==> config.mk <==
export PLATFORM = sky130hd
export DESIGN_NAME = mipsCpuBus
export DESIGN_NICKNAME = d
export VERILOG_FILES = /design/src/source/mipsPkg.sv /design/src/source/instrDecoder.sv /design/src/source/registerFile.sv /design/src/source/aluUnit.sv /design/src/source/branchResolver.sv /design/src/source/busController.sv /design/src/source/mipsCpuBus.sv
export SDC_FILE = /design/constraint.sdc
export NUM_CORES = 2
export LEC_CHECK = 0
export BUFFER_PORTS_ARGS = -buffer_cell sky130_fd_sc_hd__buf_2
export CAP_MARGIN = 0
export CELL_PAD_IN_SITES_DETAIL_PLACEMENT = 1
export CELL_PAD_IN_SITES_GLOBAL_PLACEMENT = 1
export CORE_AREA = 2 2 401 403
export DETAILED_ROUTE_END_ITERATION = 10
export DIE_AREA = 0 0 403 405
export MAX_ROUTING_LAYER = met4
export PLACE_DENSITY = 0.8
export SLEW_MARGIN = 30
export SYNTH_ARGS = -nofsm -noshare
export SYNTH_HDL_FRONTEND = slang
export SYNTH_HIERARCHICAL = 1
export SYNTH_SLANG_ARGS = --single-unit
==> constraint.sdc <==
create_clock -name clk -period 9.2 [get_ports clk]
set_input_delay 0.92 -clock clk [delete_from_list [all_inputs] [get_ports clk]]
set_output_delay 0.92 -clock clk [all_outputs]
set_load 0.02 [all_outputs]
==> src/source/mipsPkg.sv <==
package mipsPkg;

    typedef logic [31:0] dataWord_t;
    typedef logic [4:0] regAddr_t;

    // Major opcodes in bits 31:26
    typedef enum logic [5:0] {
        opSpecial = 6'd0,
        opRegimm  = 6'd1,
        opJ       = 6'd2,
        opJal     = 6'd3,
        opBeq     = 6'd4,
        opBne     = 6'd5,
        opBlez    = 6'd6,
        opBgtz    = 6'd7,
        opAddiu   = 6'd9,
        opSlti    = 6'd10,
        opSltiu   = 6'd11,
        opAndi    = 6'd12,
        opOri     = 6'd13,
        opXori    = 6'd14,
        opLui     = 6'd15,
        opLw      = 6'd35,
        opSw      = 6'd43
    } opcode_t;

    // Function codes of SPECIAL
    typedef enum logic [5:0] {
        fnSll  = 6'd0,
        fnSrl  = 6'd2,
        fnSra  = 6'd3,
        fnSllv = 6'd4,
        fnSrlv = 6'd6,
        fnSrav = 6'd7,
        fnJr   = 6'd8,
        fnJalr = 6'd9,
        fnAddu = 6'd33,
        fnSubu = 6'd35,
        fnAnd  = 6'd36,
        fnOr   = 6'd37,
        fnXor  = 6'd38,
        fnSlt  = 6'd42,
        fnSltu = 6'd43
    } funct_t;

    typedef enum logic [3:0] {
        aluAdd, aluSub, aluAnd, aluOr, aluXor, aluSlt, aluSltu,
        aluSll, aluSrl, aluSra, aluLui
    } aluOp_t;

    typedef enum logic [2:0] {
        clsAluReg, clsAluImm, clsLoad, clsStore,
        clsBranch, clsJump, clsJumpReg, clsIllegal
    } instrClass_t;

    typedef enum logic [2:0] {
        condEq, condNe, condGtz, condLez, condGez, condLtz, condAlways
    } branchCond_t;

    typedef struct packed {
        instrClass_t instrClass;
        aluOp_t      aluOp;
        branchCond_t cond;
        regAddr_t    rs;
        regAddr_t    rt;
        // rd for R-type, rt for I-type, 31 for links
        regAddr_t    dest;
        logic [4:0]  shamt;
        logic        shiftVar;
        dataWord_t   imm;
        logic [25:0] jumpTarget;
        logic        link;
    } decodedInstr_t;

    typedef enum logic [2:0] {
        stFetch, stDecode, stExecute, stMemAccess, stWriteBack, stHalted
    } cpuState_t;

endpackage

==> src/source/instrDecoder.sv <==
`timescale 1ns/10ps

module instrDecoder import mipsPkg::*; (
    input  dataWord_t     fetchWord,
    output decodedInstr_t decoded
);

    dataWord_t word;
    opcode_t opcode;
    funct_t funct;
    dataWord_t signImm;
    dataWord_t zeroImm;

    // Bus words carry byte 0 in the low lane
    assign word = {<<8{fetchWord}};
    assign opcode = opcode_t'(word[31:26]);
    assign funct = funct_t'(word[5:0]);
    assign signImm = {{16{word[15]}}, word[15:0]};
    assign zeroImm = {16'b0, word[15:0]};

    always_comb begin
        decoded = '0;
        decoded.instrClass = clsIllegal;
        decoded.aluOp = aluAdd;
        decoded.cond = condAlways;
        decoded.rs = word[25:21];
        decoded.rt = word[20:16];
        decoded.dest = word[20:16];
        decoded.shamt = word[10:6];
        decoded.imm = signImm;
        decoded.jumpTarget = word[25:0];

        case (opcode)
            opSpecial: begin
                decoded.instrClass = clsAluReg;
                decoded.dest = word[15:11];
                case (funct)
                    fnAddu: decoded.aluOp = aluAdd;
                    fnSubu: decoded.aluOp = aluSub;
                    fnAnd:  decoded.aluOp = aluAnd;
                    fnOr:   decoded.aluOp = aluOr;
                    fnXor:  decoded.aluOp = aluXor;
                    fnSlt:  decoded.aluOp = aluSlt;
                    fnSltu: decoded.aluOp = aluSltu;
                    fnSll:  decoded.aluOp = aluSll;
                    fnSrl:  decoded.aluOp = aluSrl;
                    fnSra:  decoded.aluOp = aluSra;
                    fnSllv: begin
                        decoded.aluOp = aluSll;
                        decoded.shiftVar = 1'b1;
                    end
                    fnSrlv: begin
                        decoded.aluOp = aluSrl;
                        decoded.shiftVar = 1'b1;
                    end
                    fnSrav: begin
                        decoded.aluOp = aluSra;
                        decoded.shiftVar = 1'b1;
                    end
                    fnJr:   decoded.instrClass = clsJumpReg;
                    fnJalr: begin
                        decoded.instrClass = clsJumpReg;
                        decoded.link = 1'b1;
                    end
                    default: decoded.instrClass = clsIllegal;
                endcase
            end
            opRegimm: begin
                decoded.instrClass = clsBranch;
                // rt selects the condition, bit 4 requests a link
                case (word[20:16])
                    5'd0:  decoded.cond = condLtz;
                    5'd1:  decoded.cond = condGez;
                    5'd16: decoded.cond = condLtz;
                    5'd17: decoded.cond = condGez;
                    default: decoded.instrClass = clsIllegal;
                endcase
                decoded.link = word[20];
                decoded.dest = 5'd31;
            end
            opJ:     decoded.instrClass = clsJump;
            opJal: begin
                decoded.instrClass = clsJump;
                decoded.link = 1'b1;
                decoded.dest = 5'd31;
            end
            opBeq: begin
                decoded.instrClass = clsBranch;
                decoded.cond = condEq;
            end
            opBne: begin
                decoded.instrClass = clsBranch;
                decoded.cond = condNe;
            end
            opBlez: begin
                decoded.instrClass = clsBranch;
                decoded.cond = condLez;
            end
            opBgtz: begin
                decoded.instrClass = clsBranch;
                decoded.cond = condGtz;
            end
            opAddiu: decoded.instrClass = clsAluImm;
            opSlti: begin
                decoded.instrClass = clsAluImm;
                decoded.aluOp = aluSlt;
            end
            // Sign extended, then compared unsigned
            opSltiu: begin
                decoded.instrClass = clsAluImm;
                decoded.aluOp = aluSltu;
            end
            opAndi: begin
                decoded.instrClass = clsAluImm;
                decoded.aluOp = aluAnd;
                decoded.imm = zeroImm;
            end
            opOri: begin
                decoded.instrClass = clsAluImm;
                decoded.aluOp = aluOr;
                decoded.imm = zeroImm;
            end
            opXori: begin
                decoded.instrClass = clsAluImm;
                decoded.aluOp = aluXor;
                decoded.imm = zeroImm;
            end
            opLui: begin
                decoded.instrClass = clsAluImm;
                decoded.aluOp = aluLui;
            end
            opLw:    decoded.instrClass = clsLoad;
            opSw:    decoded.instrClass = clsStore;
            default: decoded.instrClass = clsIllegal;
        endcase
    end

endmodule

==> src/source/registerFile.sv <==
`timescale 1ns/10ps

module registerFile import mipsPkg::*; (
    input  logic      clk,
    input  logic      reset,
    input  regAddr_t  rsAddr,
    input  regAddr_t  rtAddr,
    input  regAddr_t  writeAddr,
    input  logic      writeEnable,
    input  dataWord_t writeData,
    output dataWord_t rsData,
    output dataWord_t rtData,
    output dataWord_t v0
);

    dataWord_t regs [32];

    always_ff @(posedge clk) begin
        if (reset) begin
            regs <= '{default: '0};
        end else if (writeEnable && writeAddr != 5'd0) begin
            regs[writeAddr] <= writeData;
        end
    end

    // Register zero is never written, so it reads as zero
    assign rsData = regs[rsAddr];
    assign rtData = regs[rtAddr];
    assign v0 = regs[2];

endmodule

==> src/source/aluUnit.sv <==
`timescale 1ns/10ps

module aluUnit import mipsPkg::*; (
    input  decodedInstr_t instr,
    input  dataWord_t     rsData,
    input  dataWord_t     rtData,
    output dataWord_t     result
);

    dataWord_t opB;
    logic [4:0] shiftAmt;

    // Immediate operand for everything but R-type
    assign opB = (instr.instrClass == clsAluReg) ? rtData : instr.imm;

    // Variable shifts take the low bits of rs
    assign shiftAmt = instr.shiftVar ? rsData[4:0] : instr.shamt;

    // Loads and stores decode as add, giving rs plus offset
    always_comb begin
        case (instr.aluOp)
            aluAdd:  result = rsData + opB;
            aluSub:  result = rsData - opB;
            aluAnd:  result = rsData & opB;
            aluOr:   result = rsData | opB;
            aluXor:  result = rsData ^ opB;
            aluSlt:  result = {31'b0, $signed(rsData) < $signed(opB)};
            aluSltu: result = {31'b0, rsData < opB};
            aluSll:  result = rtData << shiftAmt;
            aluSrl:  result = rtData >> shiftAmt;
            aluSra:  result = $signed(rtData) >>> shiftAmt;
            aluLui:  result = {instr.imm[15:0], 16'b0};
            default: result = rsData + opB;
        endcase
    end

endmodule

==> src/source/branchResolver.sv <==
`timescale 1ns/10ps

module branchResolver import mipsPkg::*; (
    input  decodedInstr_t instr,
    input  dataWord_t     pc,
    input  dataWord_t     rsData,
    input  dataWord_t     rtData,
    output logic          taken,
    output dataWord_t     target,
    output dataWord_t     linkValue
);

    dataWord_t pcPlus4;
    dataWord_t relTarget;
    logic condMet;

    assign pcPlus4 = pc + 32'd4;
    // Offset counts words from the delay slot
    assign relTarget = pcPlus4 + {instr.imm[29:0], 2'b00};
    // Return lands past the delay slot
    assign linkValue = pc + 32'd8;

    always_comb begin
        case (instr.cond)
            condEq:  condMet = (rsData == rtData);
            condNe:  condMet = (rsData != rtData);
            condGtz: condMet = ($signed(rsData) > 0);
            condLez: condMet = ($signed(rsData) <= 0);
            condGez: condMet = ($signed(rsData) >= 0);
            condLtz: condMet = ($signed(rsData) < 0);
            default: condMet = 1'b1;
        endcase
    end

    always_comb begin
        taken = 1'b0;
        target = relTarget;
        case (instr.instrClass)
            clsBranch: taken = condMet;
            clsJump: begin
                taken = 1'b1;
                target = {pcPlus4[31:28], instr.jumpTarget, 2'b00};
            end
            clsJumpReg: begin
                taken = 1'b1;
                target = rsData;
            end
            default: taken = 1'b0;
        endcase
    end

endmodule

==> src/source/busController.sv <==
`timescale 1ns/10ps

module busController import mipsPkg::*; #(
    parameter dataWord_t resetVector = 32'hBFC0_0000
) (
    input  logic          clk,
    input  logic          reset,
    input  decodedInstr_t decoded,
    input  dataWord_t     aluResult,
    input  dataWord_t     branchTarget,
    input  dataWord_t     linkValue,
    input  dataWord_t     rsData,
    input  dataWord_t     rtData,
    input  logic          branchTaken,
    input  logic          waitrequest,
    input  dataWord_t     readdata,
    output dataWord_t     fetchWord,
    output dataWord_t     pc,
    output decodedInstr_t instr,
    output logic          regWriteEnable,
    output regAddr_t      regWriteAddr,
    output dataWord_t     regWriteData,
    output logic          active,
    output logic          read,
    output logic          write,
    output dataWord_t     address,
    output dataWord_t     writedata,
    output logic [3:0]    byteenable
);

    cpuState_t state;
    cpuState_t nextState;
    dataWord_t nextPc;
    dataWord_t followPc;
    logic redirectValid;
    dataWord_t redirectTarget;
    dataWord_t loadData;
    logic isAlu;
    logic isLoad;
    logic isStore;

    assign isAlu = (instr.instrClass == clsAluReg) || (instr.instrClass == clsAluImm);
    assign isLoad = (instr.instrClass == clsLoad);
    assign isStore = (instr.instrClass == clsStore);

    always_comb begin
        nextState = state;
        case (state)
            stFetch: begin
                if (!waitrequest) nextState = stDecode;
            end
            stDecode: begin
                nextState = (decoded.instrClass == clsIllegal) ? stHalted : stExecute;
            end
            stExecute: begin
                // Jump through a zero register ends the program
                if (instr.instrClass == clsJumpReg && rsData == '0) begin
                    nextState = stHalted;
                end else if (isLoad || isStore) begin
                    nextState = stMemAccess;
                end else if (isAlu || instr.link) begin
                    nextState = stWriteBack;
                end else begin
                    nextState = stFetch;
                end
            end
            stMemAccess: begin
                if (!waitrequest) nextState = isLoad ? stWriteBack : stFetch;
            end
            stWriteBack: nextState = stFetch;
            default: nextState = stHalted;
        endcase
    end

    // Address of the instruction after the one in nextPc
    always_comb begin
        followPc = nextPc + 32'd4;
        if (state == stExecute) begin
            if (branchTaken) followPc = branchTarget;
        end else if (redirectValid) begin
            followPc = redirectTarget;
        end
    end

    always_ff @(posedge clk) begin
        if (reset) begin
            state <= stFetch;
            pc <= resetVector;
            nextPc <= resetVector + 32'd4;
            redirectValid <= 1'b0;
        end else begin
            state <= nextState;
            if (state == stExecute) redirectValid <= branchTaken;
            // Retiring an instruction steps through the delay slot
            if (state != stFetch && nextState == stFetch) begin
                pc <= nextPc;
                nextPc <= followPc;
            end
        end
    end

    always_ff @(posedge clk) begin
        if (state == stFetch && !waitrequest) fetchWord <= readdata;
        if (state == stDecode) instr <= decoded;
        if (state == stExecute) redirectTarget <= branchTarget;
        if (state == stMemAccess && !waitrequest) loadData <= {<<8{readdata}};
    end

    assign active = (state != stHalted);

    // Bus stays idle while reset is held
    assign read = !reset && ((state == stFetch) || (state == stMemAccess && isLoad));
    assign write = !reset && (state == stMemAccess) && isStore;
    assign address = (state == stMemAccess) ? aluResult : pc;
    assign writedata = {<<8{rtData}};
    assign byteenable = 4'b1111;

    assign regWriteEnable = (state == stWriteBack);
    assign regWriteAddr = instr.dest;

    always_comb begin
        if (isLoad) begin
            regWriteData = loadData;
        end else if (instr.link) begin
            regWriteData = linkValue;
        end else begin
            regWriteData = aluResult;
        end
    end

endmodule

==> src/source/mipsCpuBus.sv <==
`timescale 1ns/10ps

module mipsCpuBus import mipsPkg::*; #(
    parameter dataWord_t resetVector = 32'hBFC0_0000
) (
    input  logic       clk,
    input  logic       reset,
    output logic       active,
    output dataWord_t  registerV0,
    output dataWord_t  address,
    output logic       write,
    output logic       read,
    input  logic       waitrequest,
    output dataWord_t  writedata,
    output logic [3:0] byteenable,
    input  dataWord_t  readdata
);

    dataWord_t fetchWord;
    dataWord_t pc;
    decodedInstr_t decoded;
    decodedInstr_t instr;
    dataWord_t rsData;
    dataWord_t rtData;
    dataWord_t aluResult;
    logic branchTaken;
    dataWord_t branchTarget;
    dataWord_t linkValue;
    logic regWriteEnable;
    regAddr_t regWriteAddr;
    dataWord_t regWriteData;

    instrDecoder decoder (
        .fetchWord(fetchWord),
        .decoded(decoded)
    );

    registerFile regs (
        .clk(clk),
        .reset(reset),
        .rsAddr(instr.rs),
        .rtAddr(instr.rt),
        .writeAddr(regWriteAddr),
        .writeEnable(regWriteEnable),
        .writeData(regWriteData),
        .rsData(rsData),
        .rtData(rtData),
        .v0(registerV0)
    );

    aluUnit alu (
        .instr(instr),
        .rsData(rsData),
        .rtData(rtData),
        .result(aluResult)
    );

    branchResolver branch (
        .instr(instr),
        .pc(pc),
        .rsData(rsData),
        .rtData(rtData),
        .taken(branchTaken),
        .target(branchTarget),
        .linkValue(linkValue)
    );

    busController #(
        .resetVector(resetVector)
    ) control (
        .clk(clk),
        .reset(reset),
        .decoded(decoded),
        .aluResult(aluResult),
        .branchTarget(branchTarget),
        .linkValue(linkValue),
        .rsData(rsData),
        .rtData(rtData),
        .branchTaken(branchTaken),
        .waitrequest(waitrequest),
        .readdata(readdata),
        .fetchWord(fetchWord),
        .pc(pc),
        .instr(instr),
        .regWriteEnable(regWriteEnable),
        .regWriteAddr(regWriteAddr),
        .regWriteData(regWriteData),
        .active(active),
        .read(read),
        .write(write),
        .address(address),
        .writedata(writedata),
        .byteenable(byteenable)
    );

endmodule

# Word level (Yosys, flattened, before mapping)
# Cells that the tools add are included.
dict set report word_totals {
  output_inout_bits 103
  latch_bits 0
  mem_bits_ro 0
  memories 0
  ram_bits 0
  input_bits 35
  register_bits 1263
}
dict set report classes {
  n_addsub 6
  bitwise_logic 6
  n_lt_le_gt_ge 10
  reduce_logical 41
  n_div 0
  shift 3
  mux 40
  mul 0
  eq_ne 62
}
# operator n
set ops {}
lappend ops {{bitwise mux 1024 bit} 1}
lappend ops {{2-to-1 mux 32 bit} 12}
lappend ops {{binary-select mux 32 bit (select 5 bit)} 2}
lappend ops {{case mux 32 bit (10 select lines)} 1}
lappend ops {{demux 32 bit (select 5 bit)} 1}
lappend ops {{adder 32 x 3 -> 32 bit, second input constant} 2}
lappend ops {{adder 32 bit} 2}
lappend ops {{< comparator 32 bit} 2}
lappend ops {{case mux 32 bit (2 select lines)} 1}
lappend ops {{equality test 6 x 4 -> 1 bit, second input constant} 9}
lappend ops {{equality test 6 bit, second input constant} 9}
lappend ops {{equality test 6 x 3 -> 1 bit, second input constant} 7}
lappend ops {{case mux 4 bit (9 select lines)} 1}
lappend ops {{adder 32 x 4 -> 32 bit, second input constant} 1}
lappend ops {{AND 32 bit} 1}
lappend ops {{equality test 32 bit} 1}
lappend ops {{>= comparator 32 x 1 -> 1 bit, second input constant} 1}
lappend ops {{greater-than comparator 32 x 1 -> 1 bit, second input constant} 1}
lappend ops {{<= comparator 32 x 1 -> 1 bit, second input constant} 1}
lappend ops {{logical NOT 32 bit} 1}
lappend ops {{< comparator 32 x 1 -> 1 bit, second input constant} 1}
lappend ops {{!= test 32 bit} 1}
lappend ops {{OR 32 bit} 1}
lappend ops {{left shift 32 x 5 -> 32 bit} 1}
lappend ops {{45 further kinds} 107}

# Logic depth before layout (Yosys ltp)
dict set report depth {
  ltp_word 10
  depth_mapped 28
  ltp_nobuf 23
}

# Cells and area by module
# Netlist, hierarchy kept.
# mod cells_per_inst area_each_um2 n_inst
set by_module_without_submodules {}
lappend by_module_without_submodules {registerFile 6880 52870.7 1}
lappend by_module_without_submodules {busController 856 10794.1 1}
lappend by_module_without_submodules {aluUnit 1354 9213.8 1}
lappend by_module_without_submodules {branchResolver 486 3352.0 1}
lappend by_module_without_submodules {instrDecoder 180 1203.7 1}

# Worst setup path after synthesis
# No wires, ideal clock.
dict set report synth_path {
  path_type {reg2reg}
  startpoint {register control.state[0]}
  endpoint {register, netlist name control/instr[0]}
  t_arrival_ns 7.253
  setup_ns 0.668
  path_stages_with_launch 3
  slack_ns 1.279
  n_path_buf 1
  required_time_ns 8.532
  path_cell_list {dfxtp_1 > clkbuf_1 > nor3b_1}
}
dict set report synth_via {
  elab_chain_cells 1
}
# item line_no
set synth_lines {}
lappend synth_lines {{start: declaration} busController.sv:31} ;# cpuState_t state;
lappend synth_lines {{start signal: assignment} busController.sv:87} ;# state <= stFetch;
lappend synth_lines {{start signal: assignment} busController.sv:92} ;# state <= nextState;
lappend synth_lines {{equality test 3 x 1 -> 1 bit} busController.sv:104} ;# if (state == stDecode) instr <= decoded;
# Every way passes these cells.
# A chain may end at the register's enable or synchronous reset.

# Worst setup path after layout
dict set report layout_path {
  startpoint {register, netlist name control/instr[71]}
  endpoint {output address[30]}
}
dict set report layout_via {
  elab_chain_cells 8
}
# item line_no
set layout_lines {}
lappend layout_lines {{NOT 5 -> 6 bit (implied by the code) *} registerFile.sv:28} ;# assign rtData = regs[rtAddr];
lappend layout_lines {{binary-select mux 32 bit (select 5 bit) *} registerFile.sv:28}
lappend layout_lines {{2-to-1 mux 32 bit (implied by the code) * (2 in series)} registerFile.sv:28}
lappend layout_lines {{2-to-1 mux 32 bit} aluUnit.sv:14} ;# assign opB = (instr.instrClass == clsAluReg) ? rtData : instr.imm;
lappend layout_lines {{adder 32 bit (tied with other cells)} {aluUnit.sv:22, aluUnit.sv:33}}
lappend layout_lines {{case mux 32 bit (10 select lines) *} aluUnit.sv:21} ;# case (instr.aluOp)
lappend layout_lines {{net aluResult[30]} mipsCpuBus.sv:25} ;# dataWord_t aluResult;
lappend layout_lines {{2-to-1 mux 32 bit *} busController.sv:114} ;# assign address = (state == stMemAccess) ? aluResult : pc;
lappend layout_lines {{end: declaration} mipsCpuBus.sv:10} ;# output dataWord_t address,
# Mark *: on every way through the listed nets, which the timed path passes. The rest lies on a longest branch. The select of a mux whose other input is x is not followed.

==> impl_metrics.csv <==
group,metric,value,unit
detailed_routing,firstDrtPassIters,6,
floorplan,dieArea,163000,µm²
power,leakage,31.1,nW
critical_path,start_kind,"flip-flop",
detailed_routing,vias,78744,
run,cap_violations,0,
global_route,grt_overflow_total,0,
synth,synth_cell_types,113,
sta,rsz0062_at_grt,"false",
placement,dp_slack,1230,ps
global_route,grt_max_degree,190,
synth,postSynthAreaPerCell,7.94,µm²
global_route,grt_pass1_wl,531,mm
critical_path,crit_arrival,8060,ps
placement,port_buffers,133,
clock_tree,numCtsBuffers,148,
sta,slew_violations,0,
synth,synth-seq-cells,1278,
sta,worstMarginPinSlew,1080,ps
placement,dp_hpwl,243,mm
detailed_routing,drcViolationCount,0,
clock_tree,htree_levels,4,
final_layout,fillCellCount,19174,
critical_path,crit_start,"control/instr[71]$_DFFE_PN_",
critical_path,crit_end,"address[30]",
critical_path,endpoint_kind,"output pin",
synth,synthArstFlopShare,0,
clock_tree,cts_root_buf,"clkbuf_16",
synth,synth.yosys.seq_area_share,0.354,
critical_path,crit_required,8280,ps
final_layout,drive_gt1_frac,0.0964,
critical_path,r2r_cells,24,
floorplan,num_rows,147,
sta,period_needed,8980,ps
clock_tree,cts_tree,"yes",
critical_path,cp_max_fo,11,
floorplan,initial_core_util,0.486,
sta,timing.final.ws_setup,224,ps
global_route,grt_pass1_vias,78557,
synth,synth_area,77400,µm²
detailed_routing,wire_per_inst,31.8,µm
critical_path,reg2reg_from,"control/instr[70]$_DFFE_PN_",
sta,finalClockSkew,44.0,ps
final_layout,fin_nets,9507,
status,status,"completed",
hold_path,worstHoldPathType,"in -> reg",
synth,synth_top_flop_cell,"dfxtp_1",
clock_tree,clk_path_buf_depth,3,
sta,final_hold_viol_count,0,
sta,tns,0,ps
critical_path,reg2reg_slack,1190,ps
detailed_routing,first_iter_violations,8657,
detailed_routing,antenna_left,0,
sta,fin_crit_sh,0.976,
global_route,antenna_found_initial,15,
floorplan,dieWidth,403,µm
critical_path,path_class,"reg -> out",
power,powerDensity,249,nW/µm²
placement,gp_congestion,1.05,
detailed_routing,routed_wl,368,mm
synth,synth-edff-count,186,
clock_tree,hold_buffers,0,
synth,synthCells,9756,
floorplan,ios,138,
clock_tree,cts_sinks,1278,
floorplan,core_area,159000,µm²
sta,fmax,0.111,GHz
synth,yosysWarningCount,6,
hold_path,whs_path_depth,1,
critical_path,r2r_end,"regs/regs[338]$_SDFFE_PP0P_",
sta,setup-violations-final,0,
final_layout,final_util,0.527,
final_layout,area_delta_synth_final,8.49,%
clock_tree,insertion_delay,830,ps
clock_tree,path_clk_slew,60,ps
floorplan,die_h,405,µm
detailed_routing,routed_via_density,6.82,
power,ir_worst_vdd,202,µV
sta,slew_headroom,0.279,
global_route,grt_usage,0.448,
critical path: stages, from the launching register on:
cell and delay (ps):
edfxtp_1 870, buf_4 340, mux2i_1 250, a22o_1 170
nor3_1 70, a31oi_1 490, nand3_1 820, mux2_2 590
inv_1 90, ha_1 350, and3_1 250, and3_1 340
o2111ai_1 450, o211ai_1 410, a31oi_1 250, o21ai_1 250
a21o_1 150, nand2_1 60, mux2i_1 140, a211o_1 360
mux2_2 330, buf_2 170
worst min path at each step:
| stage | to | startpoint | slack [ps] |
|---|---|---|---|
| 2_1_floorplan | control/pc[0]$_SDFFE_PP0P_ | control/nextPc[0]$_SDFFE_PP0P_ | 440 |
| 3_3_place_gp | control/instr[25]$_DFFE_PN_ | control/fetchWord[0]$_DFFE_PP_ | 430 |
| 3_5_place_dp | control/instr[78]$_DFFE_PN_ | control/fetchWord[0]$_DFFE_PP_ | 440 |
| 4_1_cts | control/loadData[2]$_DFFE_PP_ | readdata[26] | 260 |
| 5_1_grt | control/loadData[2]$_DFFE_PP_ | readdata[26] | 280 |
| 6_report | control/loadData[2]$_DFFE_PP_ | readdata[26] | 300 |
cells in the mapped netlist, types with 47 or more instances:
master,n,area (µm²)
inv_1,114,428
nand3_1,299,1500
nor2_1,244,916
buf_1,53,199
nand2_1,2450,9200
ha_1,130,1630
mux2_2,67,754
edfxtp_1,186,5590
nor3_1,123,616
o21ai_0,173,866
clkbuf_1,538,2020
buf_4,170,1280
o21ai_1,47,235
dfxtp_1,1092,21900
a31oi_1,88,551
a22oi_1,264,1980
nor2b_1,56,350
buf_2,237,1190
a22o_1,137,1200
mux2i_1,1136,11400
a21oi_1,1385,6930
xnor2_1,73,639
layout by cell type, fill, tap and decap left out, types with 114 or more instances in the layout:
cell	netlist	routed
buf_2	237	132
nand3_1	299	296
a22oi_1	264	263
clkbuf_16	0	152
a21oi_1	1385	1385
buf_4	170	278
mux2i_1	1136	1133
nand2_1	2450	2450
inv_1	114	114
nor2_1	244	214
a22o_1	137	136
o21ai_0	173	141
nor3_1	123	118
ha_1	130	130
dfxtp_1	1092	1092
edfxtp_1	186	186
registers in the layout (all words and copies together), names as in the netlist:
name                    cells
regs/regs                 992
control/instr              85
control/fetchWord          32
control/loadData           32
control/nextPc             32
control/pc                 32
control/redirectTarget     32
regs/v0                    32
control/regWriteAddr        5
control/state               3
control/redirectValid       1
report_power, final:
group          switching (W)  internal (W)
clock                0.00260       0.00346
sequential          0.000313       0.00588
combinational        0.00623       0.00242
kinds of logic after synthesis:
| family | after synthesis | share of synthesized area |
|---|---|---|
| AND/OR/NAND/NOR | 3410 | 0.184 |
| AO/OA/AOI/OAI | 2444 | 0.190 |
| flip-flops | 1278 | 0.354 |
| multiplexers | 1246 | 0.169 |
| buffers and inverters | 1125 | 0.0675 |
| adder cells (fa/ha/maj) | 133 | 0.0218 |
| XOR/XNOR | 119 | 0.0136 |
| other | 1 | 0.0000484 |
per-stage QoR:
step,instance area [µm²],total power (W),hold slack (ps),cells
after floorplan,77400,0.0112,443,9759
after global placement,79000,0.0144,434,11275
after detailed placement,79100,0.0145,443,11275
after CTS,84000,0.0206,264,11541
after global routing,84000,0.0213,276,11549
final,84000,0.0209,299,11551
cell type report:
type / instances / area (µm²) / area share
timing repair buffer: 439 / 3310 / 0.0395
clock buffer: 204 / 4190 / 0.0499
multi-input combinational: 7356 / 45300 / 0.539
clock inverter: 62 / 712 / 0.00847
tap: 2086 / 2610 / 0.0311
antenna: 10 / 25.0 / 0.000298
inverter: 116 / 435 / 0.00518
sequential: 1278 / 27400 / 0.327
layer usage:
layer,wire [µm],global-route usage,vias up
met3,33500,0.0919,1373
met4,27600,0.294,0
met2,164000,0.683,4283
met5,0,-,-
met1,143000,0.537,39748
li1,-,-,33340
what timing repair did:
item | in CTS | in global routing
endpoints found under the setup margin | 0 | 4
gates resized for setup | 0 | 1
setup buffers | 0 | 0
(Power assumes the default switching activity.)
